[config.mk]
export PLATFORM = sky130hd
export DESIGN_NAME = memtest_sequencer
export DESIGN_NICKNAME = d
export VERILOG_FILES = /design/src/memtest_pkg.sv /design/src/memtest_sequencer.sv
export SDC_FILE = /design/constraint.sdc
export NUM_CORES = 1
export LEC_CHECK = 0
export ABC_CLOCK_PERIOD_IN_PS = 2900
export BUFFER_PORTS_ARGS = -buffer_cell sky130_fd_sc_hd__buf_2
export CAP_MARGIN = 20
export CORE_MARGIN = 1
export CORE_UTILIZATION = 30
export CTS_CLUSTER_DIAMETER = 150
export DETAILED_ROUTE_END_ITERATION = 8
export GPL_ROUTABILITY_DRIVEN = 0
export HOLD_SLACK_MARGIN = 0.05
export RECOVER_POWER = 100
export SYNTH_ARGS = -nofsm -noshare
export SYNTH_HDL_FRONTEND = slang
export SYNTH_SLANG_ARGS = --single-unit
[constraint.sdc]
create_clock -name clk -period 2.9 [get_ports clk]
set_input_delay 0.145 -clock clk [delete_from_list [all_inputs] [get_ports clk]]
set_output_delay 0.145 -clock clk [all_outputs]
set_load 0.1 [all_outputs]
[src/memtest_pkg.sv]
// Memory tester shared definitions
package memtest_pkg;

  // Data path widths
  localparam int lane_width_c  = 64;
  localparam int beat_width_c  = 2 * lane_width_c;  // One controller beat, two lanes
  localparam int addr_width_c  = 31;
  localparam int burst_width_c = 29;                // Burst index, address bits 30:2

  // 16-bit status words needed for one 256-bit burst
  localparam int halfwords_per_burst_c = 16;

  // Writable control words
  localparam int ctrl_reg_c    = 0;  // Bit 0 start, bit 1 reset
  localparam int size_lo_reg_c = 1;
  localparam int size_hi_reg_c = 2;
  localparam int rdblk_reg_c   = 3;

  // Status map, capture sections follow fault_base_c
  localparam int status_reg_c = 4;  // Bit 0 done, bit 1 fault, bit 2 afull event
  localparam int afull_reg_c  = 5;  // Two words
  localparam int fault_base_c = 7;

  // Sequencer states
  typedef enum logic [2:0] {
    st_idle       = 3'd0,
    st_wr_beat0   = 3'd1,
    st_wr_beat1   = 3'd2,
    st_wr_backoff = 3'd3,
    st_turn       = 3'd4,
    st_read       = 3'd5,
    st_rd_backoff = 3'd6,
    st_wait_data  = 3'd7
  } test_state_t;

endpackage

[src/memtest_sequencer.sv]
`timescale 1ns/1ps
// Write and read-back sequencer
module memtest_sequencer import memtest_pkg::*; (
  input  logic                     clk,
  input  logic                     test_rst_i,
  input  logic                     start_i,
  input  logic [burst_width_c-1:0] burst_count_i,
  input  logic                     mem_af_afull_i,
  input  logic                     mem_df_afull_i,
  input  logic                     read_end_i,
  output logic                     mem_rd_wr_n_o,
  output logic [addr_width_c-1:0]  mem_addr_o,
  output logic [beat_width_c-1:0]  mem_data_o,
  output logic                     mem_af_we_o,
  output logic                     mem_df_we_o,
  output logic                     phase_write_o,
  output logic                     phase_turn_o,
  output logic                     done_o,
  output logic                     afull_event_o,
  output logic [burst_width_c-1:0] afull_addr_o
);

  test_state_t state_q;

  logic [burst_width_c-1:0] burst_q;
  logic [lane_width_c-1:0]  lane0_q;
  logic [lane_width_c-1:0]  lane1_q;
  logic                     afull;
  logic                     last_burst;
  logic                     done_q;
  logic                     afull_event_q;
  logic [burst_width_c-1:0] afull_addr_q;

  assign afull      = mem_af_afull_i | mem_df_afull_i;
  assign last_burst = (burst_q == burst_count_i - 1'b1);

  always_ff @(posedge clk) begin
    if (test_rst_i) begin
      state_q <= st_idle;
    end else begin
      case (state_q)
        st_idle: begin
          if (start_i) state_q <= st_wr_beat0;
        end
        st_wr_beat0: state_q <= st_wr_beat1;
        st_wr_beat1: begin
          if (last_burst) begin
            state_q <= st_turn;
          end else if (afull) begin  // Flags checked after the whole burst
            state_q <= st_wr_backoff;
          end else begin
            state_q <= st_wr_beat0;
          end
        end
        st_wr_backoff: begin
          if (!afull) state_q <= st_wr_beat0;
        end
        st_turn: state_q <= st_read;
        st_read: begin
          if (last_burst) begin
            state_q <= st_wait_data;
          end else if (afull) begin
            state_q <= st_rd_backoff;
          end
        end
        st_rd_backoff: begin
          if (!afull) state_q <= st_read;
        end
        st_wait_data: begin
          if (read_end_i) state_q <= st_idle;
        end
        default: state_q <= st_idle;
      endcase
    end
  end

  // Burst index and write pattern, lane k of burst n is 4n+k
  always_ff @(posedge clk) begin
    if (state_q == st_idle) begin
      burst_q <= '0;
      lane0_q <= lane_width_c'(0);
      lane1_q <= lane_width_c'(1);
    end else begin
      if (state_q == st_turn) begin
        burst_q <= '0;
      end else if (state_q == st_wr_beat1 || state_q == st_read) begin
        burst_q <= burst_q + 1'b1;
      end
      if (state_q == st_wr_beat0 || state_q == st_wr_beat1) begin
        lane0_q <= lane0_q + lane_width_c'(2);
        lane1_q <= lane1_q + lane_width_c'(2);
      end
    end
  end

  assign mem_rd_wr_n_o = (state_q != st_wr_beat0);
  assign mem_af_we_o   = (state_q == st_wr_beat0) || (state_q == st_read);
  assign mem_df_we_o   = (state_q == st_wr_beat0) || (state_q == st_wr_beat1);
  assign mem_addr_o    = {burst_q, 2'b00};
  assign mem_data_o    = {lane1_q, lane0_q};

  assign phase_write_o = (state_q == st_wr_beat0);
  assign phase_turn_o  = (state_q == st_turn);

  always_ff @(posedge clk) begin
    if (test_rst_i) begin
      done_q        <= 1'b0;
      afull_event_q <= 1'b0;
      afull_addr_q  <= '0;
    end else begin
      if (start_i) begin
        done_q <= 1'b0;
      end else if (state_q == st_wait_data && read_end_i) begin
        done_q <= 1'b1;
      end
      if (start_i) begin
        afull_event_q <= 1'b0;
      end else if (afull && !afull_event_q && state_q != st_idle) begin
        afull_event_q <= 1'b1;  // First one only
        afull_addr_q  <= burst_q;
      end
    end
  end

  assign done_o        = done_q;
  assign afull_event_o = afull_event_q;
  assign afull_addr_o  = afull_addr_q;

endmodule

==> results of run 1 <==
[sequential cells by signal, summed over array words and instances (netlist names)]
signal and count:
afull_addr_o 29, afull_event_o 1, burst_q 29, done_o 1, lane0_q 63, lane1_q 63
state_q 3
[worst min-delay path: stages]
cell                       delay (ns)
sky130_fd_sc_hd__buf_2           0.08
sky130_fd_sc_hd__o21ai_0         0.10
sky130_fd_sc_hd__o41ai_2         0.08
sky130_fd_sc_hd__a211oi_2        0.06
[per-layer routing]
layer / part of all wire / up-vias / global-route usage
met5: 0.00031 / - / 0
met2: 0.47 / 217 / 0.2656
li1: - / 4352 / -
met1: 0.46 / 4134 / 0.2067
met4: 0.014 / 2 / 0.05342
met3: 0.057 / 29 / 0.03985
[final cells by class]
| cell class | count | area (um^2) |
|---|---|---|
| diodes | 1 | 2.502 |
| clock buffers | 22 | 454.2 |
| clock inverters | 10 | 105.1 |
| fillers | 3272 | 19220 |
| inverters | 22 | 86.33 |
| multi-input cells | 873 | 5195 |
| flip-flops and latches | 189 | 3812 |
| well taps | 396 | 495.5 |
| repair buffers | 262 | 1136 |
[metrics by stage]
| step | std cells | cell area [um^2] | util |
|---|---|---|---|
| 4_1_cts | 1774 | 11590 | 0.3800 |
| 5_1_grt | 1775 | 11290 | 0.3700 |
| 3_5_place_dp | 1741 | 11030 | 0.3614 |
| 2_1_floorplan | 1139 | 9336 | - |
| 3_3_place_gp | 1741 | 11030 | 0.3614 |
| 6_report | 1775 | 11290 | 0.3700 |
[cells in the mapped netlist, types with 2 or more instances]
library cell	n	share of area
sky130_fd_sc_hd__nor2_1	162	0.066
sky130_fd_sc_hd__and3_1	27	0.018
sky130_fd_sc_hd__or4_1	5	0.0040
sky130_fd_sc_hd__nand4_1	30	0.020
sky130_fd_sc_hd__inv_1	21	0.0085
sky130_fd_sc_hd__nand4b_1	3	0.0028
sky130_fd_sc_hd__buf_1	5	0.0020
sky130_fd_sc_hd__a31oi_1	3	0.0020
sky130_fd_sc_hd__nor4_2	4	0.0054
sky130_fd_sc_hd__nand2_1	138	0.056
sky130_fd_sc_hd__nor4b_1	2	0.0019
sky130_fd_sc_hd__a21boi_0	2	0.0016
sky130_fd_sc_hd__a21oi_1	70	0.038
sky130_fd_sc_hd__xor2_1	92	0.087
sky130_fd_sc_hd__o31ai_1	5	0.0040
sky130_fd_sc_hd__nor4_4	3	0.0069
sky130_fd_sc_hd__xnor2_1	60	0.057
sky130_fd_sc_hd__o22ai_1	2	0.0013
sky130_fd_sc_hd__a22o_1	3	0.0028
sky130_fd_sc_hd__nor4_1	7	0.0047
sky130_fd_sc_hd__and2_1	8	0.0054
sky130_fd_sc_hd__or2_2	5	0.0034
sky130_fd_sc_hd__nor2b_1	10	0.0067
sky130_fd_sc_hd__nor3_1	23	0.012
sky130_fd_sc_hd__o311ai_0	2	0.0019
sky130_fd_sc_hd__mux2i_1	2	0.0022
sky130_fd_sc_hd__or3_1	38	0.026
sky130_fd_sc_hd__clkbuf_1	42	0.017
sky130_fd_sc_hd__dfxtp_1	189	0.41
sky130_fd_sc_hd__nand2b_1	4	0.0027
sky130_fd_sc_hd__o31a_1	2	0.0019
sky130_fd_sc_hd__o21ai_0	39	0.021
sky130_fd_sc_hd__buf_2	4	0.0022
sky130_fd_sc_hd__nor3b_1	3	0.0024
sky130_fd_sc_hd__buf_4	4	0.0032
sky130_fd_sc_hd__nand3b_1	4	0.0032
sky130_fd_sc_hd__and4_1	18	0.017
sky130_fd_sc_hd__nand3_1	57	0.031
sky130_fd_sc_hd__ha_1	4	0.0054
sky130_fd_sc_hd__conb_1	2	0.00081
sky130_fd_sc_hd__o211ai_1	2	0.0016
sky130_fd_sc_hd__mux2_2	3	0.0036
[final timing paths]
check,to,cells after the start
worst max-delay path,lane1_q[61]$_SDFFE_PN0P_,8
worst min-delay path,state_q[0]$_SDFFE_PP0P_,4
worst max register to register,lane1_q[61]$_SDFFE_PN0P_,8
worst min register to register,afull_addr_o[19]$_SDFFE_PP0P_,2
[where the power goes]
group / internal, mW / total [mW] / leakage (nW) / switching, mW
clock: 1.22 / 2.28 / 0.267 / 1.05
sequential: 2.63 / 2.69 / 1.53 / 0.0581
combinational: 0.197 / 0.959 / 1.97 / 0.763
total: 4.05 / 5.93 / 3.77 / 1.87
[kinds of logic after synthesis]
group	after synthesis	synth area share
simple gates	560	0.3078
flops	189	0.4077
xor+xnor	152	0.1435
compound gates	147	0.09451
buf+inv	77	0.03330
mux	6	0.007011
fa+ha+maj	4	0.005393
other cells	2	0.0008093
==> run_results.csv, run 1 <==
group,metric,value,unit
routing,drt_first_iter_violations,349,
synthesis,synth-async-reset-ratio,0,
sta,finalSetupViolations,0,
grt,grt_first_pass_wirelength,40700,um
synthesis,ys_dominant_reg_cell,"sky130_fd_sc_hd__dfxtp_1",
pwr,p_leak,3.773,nW
sta,period_minus_slack,2.554,ns
routing,detailedRoute.firstPassIterationCount,5,
routing,postRouteWirelength,26130,um
synthesis,cells_after_synthesis,1137,
final_layout,flow.area_growth_from_synthesis,21.63,%
status,outcome,"completed",
worst_setup_path,critPathMaxStageDelay,0.43,ns
synthesis,synth.ff_latch_count,189,
worst_setup_path,timing.critical_path.max_delay_family,"simple AND/OR/NAND/NOR gates",
die,fp-row-count,64,
pwr,peakVddDrop,0.4362,mV
worst_setup_path,setup.worst_path.start_class,"flip-flop",
routing,drc_errors,0,
sta,holdWs,0.07949,ns
worst_setup_path,required,3.23,ns
sta,worst_clock_skew,0.01172,ns
cts,ctsLongestPathBuffers,2,
cts,cts_inserted_buffers,17,
min_path,hold_start,"mem_af_afull_i",
die,die_area,31640,um^2
pwr,design_power_total,5.927,mW
worst_setup_path,crit_buf_inv,1,
routing,routed-via-count,8734,
grt,first_global_vias,7897,
worst_setup_path,path_max_fanout,10,
sta,finalHoldViolCount,0,
cts,cts_num_sinks,189,
sta,setup_total_negative_slack,0,ns
place,place.port_buffers,225,
synthesis,synthesis.area,9280,um^2
die,floorplan.core_area,30510,um^2
grt,maximum_number_of_pins_on_one_net_before_global_route_repair,128,
worst_setup_path,timing.critical_path.cells,"nand4_1 -> nor4_1 -> clkbuf_1 -> nand3_1 -> nor4_2 -> nand2_1 -> nor3_1 -> mux2_2",
sta,maxClockFrequency,391.5,MHz
worst_setup_path,worst_ep_arrival_time,2.88,ns
worst_setup_path,worstReg2RegStart,"lane1_q[12]$_SDFFE_PN0P_",
min_path,hp-class,"input port to flip-flop",
sta,worst_slack,0.3458,ns
cts,worstSkewPairLatency,0.44,ns
sta,report.final.slew_viol_count,0,
pwr,powerDensity,525.1,nW/um^2
run,drv.max_cap_violation_count,0,
cts,clkTransAtPathRegs,0.07,ns
worst_setup_path,crit_slowest_cell,"sky130_fd_sc_hd__dfxtp_1",
place,preCtsSetupSlack,-0.003892,ns
die,die_y,177.9,um
sta,grt_setup_unrepaired,"false",
die,num_io_pins,230,
worst_setup_path,critPathLaunch,"lane1_q[12]$_SDFFE_PN0P_",
cts,ctsHoldBuffers,1,
sta,timing.final.crit_share,0.8808,
sta,transition_time_of_the_tightest_slew_check_pin,1.294,ns
grt,aggregate_global_route_resource_usage,0.1621,
sta,relSlewSlack,0.1410,
final_layout,share_of_layout_cells_above_drive_strength_1,0.1030,
synthesis,yosys.cell_types.count,70,
final_layout,mostFrequentLayoutCells,"sky130_fd_sc_hd__clkbuf_1, sky130_fd_sc_hd__dfxtp_1, sky130_fd_sc_hd__nor2_1",
worst_setup_path,regToRegSetupSlack,0.35,ns
synthesis,yosys_synthesis_warning_count,0,
synthesis,average_footprint_of_a_synthesized_cell,8.162,um^2
routing,routed_via_density,4.921,
cts,cts-resized-gates,0,
cts,post_cts_buffers,0,
worst_setup_path,path_class,"flip-flop to flip-flop",
place,place_hpwl,19560,um
die,die_span_x,177.9,um
final_layout,final_nets,1404,
final_layout,mostFrequentLayoutCell,"sky130_fd_sc_hd__clkbuf_1",
grt,initial_antenna_violation_count,3,
cts,root_buffer,"sky130_fd_sc_hd__clkbuf_16",
routing,wl_per_cell,14.72,um
synthesis,synth-seq-area-share,0.4077,
synthesis,synth-edff-count,0,
cts,htree_num_levels,4,
grt,total_congestion_overflow_after_global_routing,0,
routing,postRouteAntennaNets,0,
die,initial_core_util,0.3042,
cts,cts_tree,"done",
worst_setup_path,worstSetupEndpointType,"flip-flop",
(Power assumes the default switching activity.)
==> run 2, diff against run 1 <==
REMOVE_ABC_BUFFERS = 1   (was default)
==> run 2 against run 1 <==
Sequential share of layout area fell by 0.24 points. Via count fell by 0.70%. Die area did not move. Clock-buffer cell count fell by 4. Cell area barely moved. Combinational power barely moved. Flip-flop and latch count did not move. Non-clock buffer count fell by 4. Critical path type unchanged.
==> run_results.csv, run 2 (synthesis gave the netlist of run 1 again) <==
group,metric,value,unit
worst_setup_path,path_class,"flip-flop to flip-flop",
status,outcome,"completed",
cts,htree_num_levels,4,
die,floorplan.core_area,30510,um^2
worst_setup_path,critPathMaxStageDelay,0.49,ns
routing,detailedRoute.firstPassIterationCount,5,
grt,first_global_vias,7759,
sta,finalSetupViolations,0,
final_layout,finish.utilization,0.3698,
final_layout,share_of_layout_cells_above_drive_strength_1,0.08588,
sta,maxClockFrequency,376.8,MHz
routing,postRouteWirelength,26200,um
worst_setup_path,worstSetupEndpointType,"flip-flop",
place,place_hpwl,19150,um
grt,maximum_number_of_pins_on_one_net_before_global_route_repair,129,
sta,timing.final.crit_share,0.9152,
final_layout,n_antenna_cell,0,
worst_setup_path,crit_buf_inv,1,
sta,worst_clock_skew,0.01105,ns
final_layout,mostFrequentLayoutCells,"sky130_fd_sc_hd__clkbuf_1, sky130_fd_sc_hd__dfxtp_1, sky130_fd_sc_hd__nor2_1",
worst_setup_path,timing.critical_path.cells,"xnor2_1 -> buf_4 -> nor2_1 -> and3_1 -> and4_1 -> nand4b_1 -> or3_1 -> a21oi_1",
final_layout,final_nets,1400,
worst_setup_path,crit_slowest_cell,"sky130_fd_sc_hd__or3_1",
cts,cts_num_sinks,189,
cts,cts-resized-gates,0,
min_path,hp-class,"input port to flip-flop",
final_layout,post-route-cell-area,11280,um^2
place,place.port_buffers,225,
cts,ctsLongestPathBuffers,2,
pwr,p_leak,3.801,nW
final_layout,mostFrequentLayoutCell,"sky130_fd_sc_hd__clkbuf_1",
pwr,peakVddDrop,0.3781,mV
cts,clkTransAtPathRegs,0.08,ns
worst_setup_path,required,3.26,ns
grt,grt_first_pass_wirelength,40720,um
routing,wl_per_cell,14.80,um
final_layout,nFillCells,3257,
sta,relSlewSlack,0.1155,
cts,cts_inserted_buffers,17,
sta,period_minus_slack,2.654,ns
die,num_io_pins,230,
die,die_span_x,177.9,um
cts,cts_tree,"done",
die,initial_core_util,0.3042,
die,die_area,31640,um^2
sta,finalHoldViolCount,0,
worst_setup_path,path_max_fanout,13,
sta,transition_time_of_the_tightest_slew_check_pin,1.333,ns
pwr,powerDensity,539.0,nW/um^2
die,fp-row-count,64,
grt,initial_antenna_violation_count,2,
worst_setup_path,timing.critical_path.max_delay_family,"simple AND/OR/NAND/NOR gates",
routing,postRouteAntennaNets,0,
worst_setup_path,setup.worst_path.start_class,"flip-flop",
cts,worstSkewPairLatency,0.44,ns
die,die_y,177.9,um
final_layout,flow.area_growth_from_synthesis,21.57,%
grt,total_congestion_overflow_after_global_routing,0,
routing,drt_first_iter_violations,435,
sta,grt_setup_unrepaired,"false",
run,drv.max_cap_violation_count,0,
pwr,design_power_total,6.081,mW
worst_setup_path,regToRegSetupSlack,0.25,ns
final_layout,reg_top3,"lane0_q x63, lane1_q x63",
sta,report.final.slew_viol_count,0,
worst_setup_path,worst_ep_arrival_time,3.02,ns
routing,routed-via-count,8673,
cts,root_buffer,"sky130_fd_sc_hd__clkbuf_16",
routing,routed_via_density,4.900,
routing,drc_errors,0,
grt,aggregate_global_route_resource_usage,0.1619,
place,dpl-instance-area,10960,um^2
## run 2: cell types whose count changed in the layout (fill, tap and decap cells not counted), sizes merged
cell,previous run,this run
buf,56,58
clkbuf,227,217
diode,1,0
inv,23,27
## run 2: worst reg2reg max path: stages (launching register included)
cell                       delay [ns]
sky130_fd_sc_hd__dfxtp_1         0.46
sky130_fd_sc_hd__xnor2_1         0.13
sky130_fd_sc_hd__buf_4           0.17
sky130_fd_sc_hd__nor2_1          0.11
sky130_fd_sc_hd__and3_1          0.23
sky130_fd_sc_hd__and4_1          0.42
sky130_fd_sc_hd__nand4b_1        0.45
sky130_fd_sc_hd__or3_1           0.49
sky130_fd_sc_hd__a21oi_1         0.13
## run 2: cell type report
type | count | area [um^2] | area share
Multi-Input combinational cell | 873 | 5176 | 0.4588
Tap cell | 396 | 495.5 | 0.04392
Inverter | 22 | 82.58 | 0.007319
Clock buffer | 18 | 439.2 | 0.03893
Timing Repair Buffer | 258 | 1132 | 0.1004
Clock inverter | 14 | 172.7 | 0.01530
Sequential cell | 189 | 3784 | 0.3354
## run 2: where the power goes
part	internal, mW	switching [mW]
Sequential	2.63	0.0561
Combinational	0.201	0.757
Clock	1.26	1.18
Total	4.09	1.99
## run 2: layer usage
metal | GRT usage | vias up | share of wire
li1 | - | 4347 | -
met1 | 0.2104 | 4075 | 0.48
met2 | 0.2579 | 225 | 0.45
met3 | 0.04542 | 22 | 0.063
met4 | 0.04879 | 4 | 0.012
met5 | 0 | - | 0.00099
## run 2: path summary, 6_finish.rpt
| kind | startpoint | to | cells after the start |
|---|---|---|---|
| worst min register to register | afull_addr_o[27]$_SDFFE_PP0P_ | afull_addr_o[27]$_SDFFE_PP0P_ | 2 |
| worst min-delay path | mem_af_afull_i | state_q[0]$_SDFFE_PP0P_ | 4 |
| worst max-delay path | state_q[1]$_SDFFE_PP0P_ | lane0_q[63]$_SDFFE_PN0P_ | 8 |
| worst max register to register | state_q[1]$_SDFFE_PP0P_ | lane0_q[63]$_SDFFE_PN0P_ | 8 |
## run 2: repair_timing
item	4_1_cts	5_1_grt
buffers inserted	0	0
endpoints found under the setup margin	0	0
endpoints found under the hold margin	2	0
hold buffers	1	0
## run 2: stage by stage
step / hold WS [ns] / setup TNS (ns) / std cells / worst slack, ns
3_3_place_gp: 0.3940 / 0 / 1737 / 0.1217
5_1_grt: 0.1156 / 0 / 1770 / 0.04012
3_5_place_dp: 0.3988 / 0 / 1737 / 0.1417
4_1_cts: 0.08276 / 0 / 1770 / 0.2214
6_report: 0.1164 / 0 / 1770 / 0.2459
2_1_floorplan: 0.2141 / -765.15 / 1084 / -7.173
==> run 3, diff against run 2 <==
RECOVER_POWER = 50   (was 100)
SETUP_SLACK_MARGIN = 0.02   (was default)
==> run 3 against run 2 <==
First-iteration DRC count rose by 0.69%. Register-to-register slack barely moved. Maximum frequency shrank 0.47%. Utilization increased by 0.21 points. Cell count did not move. Worst setup slack worse by 0.013 ns. Flip-flop and latch count is the same. Critical endpoint unchanged.
==> run_results.csv, run 3 (synthesis gave the netlist of run 1 again) <==
group,metric,value,unit
grt,maximum_number_of_pins_on_one_net_before_global_route_repair,129,
final_layout,final_nets,1400,
final_layout,layout.cells.non_filler,1770,
sta,setup_total_negative_slack,0,ns
worst_setup_path,setup.worst_path.start_class,"flip-flop",
worst_setup_path,path_max_fanout,13,
cts,clkTransAtPathRegs,0.08,ns
routing,routed-via-count,8645,
grt,global_route.usage.met1,0.2104,
cts,cts_inserted_buffers,17,
worst_setup_path,timing.critical_path.cells,"xnor2_1 -> buf_4 -> nor2_1 -> and3_1 -> and4_1 -> nand4b_1 -> or3_1 -> a21oi_1",
worst_setup_path,required,3.27,ns
grt,initial_antenna_violation_count,2,
sta,report.final.slew_viol_count,0,
routing,drc_errors,0,
grt,grtUsageMet2,0.2579,
die,die_y,177.9,um
routing,wl_per_cell,14.80,um
routing,postRouteAntennaNets,0,
grt,grtUsageMet3,0.04542,
final_layout,nFillCells,3246,
final_layout,post-route-cell-area,11350,um^2
die,num_io_pins,230,
sta,maxClockFrequency,375.0,MHz
place,dpl-instance-area,10960,um^2
sta,relSlewSlack,0.1129,
pwr,p_leak,3.853,nW
die,initial_core_util,0.3042,
sta,finalHoldViolCount,0,
sta,worst_slack,0.2332,ns
cts,root_buffer,"sky130_fd_sc_hd__clkbuf_16",
routing,drt_first_iter_violations,438,
grt,total_congestion_overflow_after_global_routing,0,
sta,worst_clock_skew,0.01171,ns
worst_setup_path,path_class,"flip-flop to flip-flop",
final_layout,flow.area_growth_from_synthesis,22.26,%
cts,cts_num_sinks,189,
sta,finalSetupViolations,0,
worst_setup_path,worstSetupEndpointType,"flip-flop",
place,place_hpwl,19150,um
sta,timing.final.crit_share,0.9196,
die,die_span_x,177.9,um
worst_setup_path,worst_ep_arrival_time,3.03,ns
cts,cts_tree,"done",
final_layout,share_of_layout_cells_above_drive_strength_1,0.09825,
die,die_area,31640,um^2
worst_setup_path,critPathMaxStageDelay,0.49,ns
final_layout,finish.utilization,0.3719,
place,preCtsSetupSlack,0.1417,ns
pwr,design_power_total,6.091,mW
sta,grt_setup_unrepaired,"false",
worst_setup_path,crit_slowest_cell,"sky130_fd_sc_hd__or3_1",
place,place.port_buffers,225,
die,floorplan.core_area,30510,um^2
status,outcome,"completed",
routing,routed_via_density,4.884,
final_layout,reg_top3,"lane0_q x63, lane1_q x63",
pwr,peakVddDrop,0.3817,mV
final_layout,n_antenna_cell,0,
grt,globalRoute.busiestLayer,"met2",
sta,holdWs,0.09488,ns
min_path,hp-class,"input port to flip-flop",
routing,postRouteWirelength,26190,um
place,total_placed_cells_including_tap_cells,1737,
cts,htree_num_levels,4,
cts,worstSkewPairLatency,0.44,ns
sta,transition_time_of_the_tightest_slew_check_pin,1.336,ns
sta,period_minus_slack,2.667,ns
grt,grt_first_pass_wirelength,40720,um
grt,first_global_vias,7759,
grt,aggregate_global_route_resource_usage,0.1619,
cts,post_cts_buffers,0,
cts,ctsLongestPathBuffers,2,
final_layout,mostFrequentLayoutCells,"sky130_fd_sc_hd__dfxtp_1, sky130_fd_sc_hd__clkbuf_1, sky130_fd_sc_hd__nor2_1",
final_layout,mostFrequentLayoutCell,"sky130_fd_sc_hd__dfxtp_1",
routing,detailedRoute.firstPassIterationCount,5,
pwr,powerDensity,536.8,nW/um^2
die,fp-row-count,64,
run,drv.max_cap_violation_count,0,
run 3: changes by cell type in the layout (fill, tap and decap cells not counted), moves of 3 or more:
cell,delta
sky130_fd_sc_hd__buf_2,+8
sky130_fd_sc_hd__clkbuf_2,-3
sky130_fd_sc_hd__buf_4,+8
sky130_fd_sc_hd__clkbuf_1,-12
run 3: cell type report:
| cell class | instances | area (um^2) | share of cell area |
|---|---|---|---|
| Clock buffer | 18 | 439.2 | 0.03871 |
| Clock inverter | 14 | 172.7 | 0.01522 |
| Inverter | 22 | 82.58 | 0.007278 |
| Multi-Input combinational cell | 873 | 5204 | 0.4586 |
| Sequential cell | 189 | 3784 | 0.3335 |
| Tap cell | 396 | 495.5 | 0.04367 |
| Timing Repair Buffer | 258 | 1169 | 0.1030 |
run 3: routing by layer:
metal	vias up	part of all wire
met5	-	0.00099
met4	4	0.013
met3	25	0.061
met2	225	0.45
met1	4040	0.48
li1	4351	-
run 3: report_power, final:
group / switching (mW) / leakage [nW] / internal, mW / total [mW]
logic: 0.760 / 2.04 / 0.206 / 0.966
clock network: 1.18 / 0.289 / 1.26 / 2.44
registers: 0.0559 / 1.52 / 2.63 / 2.69
total: 1.99 / 3.85 / 4.10 / 6.09
run 3: worst max-delay path, delay by kind of cell (launching register included):
family	cells	cell delay, ns
AOI/OAI and AO/OA	1	0.13
xor gates and xnor gates	1	0.13
and+or+nand+nor	5	1.69
buffers and inverters	1	0.18
DFF	1	0.46
run 3: timing repair:
action | 4_1_cts | 5_1_grt
hold buffers | 1 | 0
gates resized for setup | 0 | 0
hold endpoints to repair | 2 | 0
run 3: worst paths after layout:
path,start,slack (ns),cells after the start,end
max,state_q[1]$_SDFFE_PP0P_,0.23,8,lane0_q[63]$_SDFFE_PN0P_
min,mem_af_afull_i,0.09,4,state_q[0]$_SDFFE_PP0P_
max reg2reg,state_q[1]$_SDFFE_PP0P_,0.23,8,lane0_q[63]$_SDFFE_PN0P_
min reg2reg,afull_addr_o[27]$_SDFFE_PP0P_,0.46,2,afull_addr_o[27]$_SDFFE_PP0P_
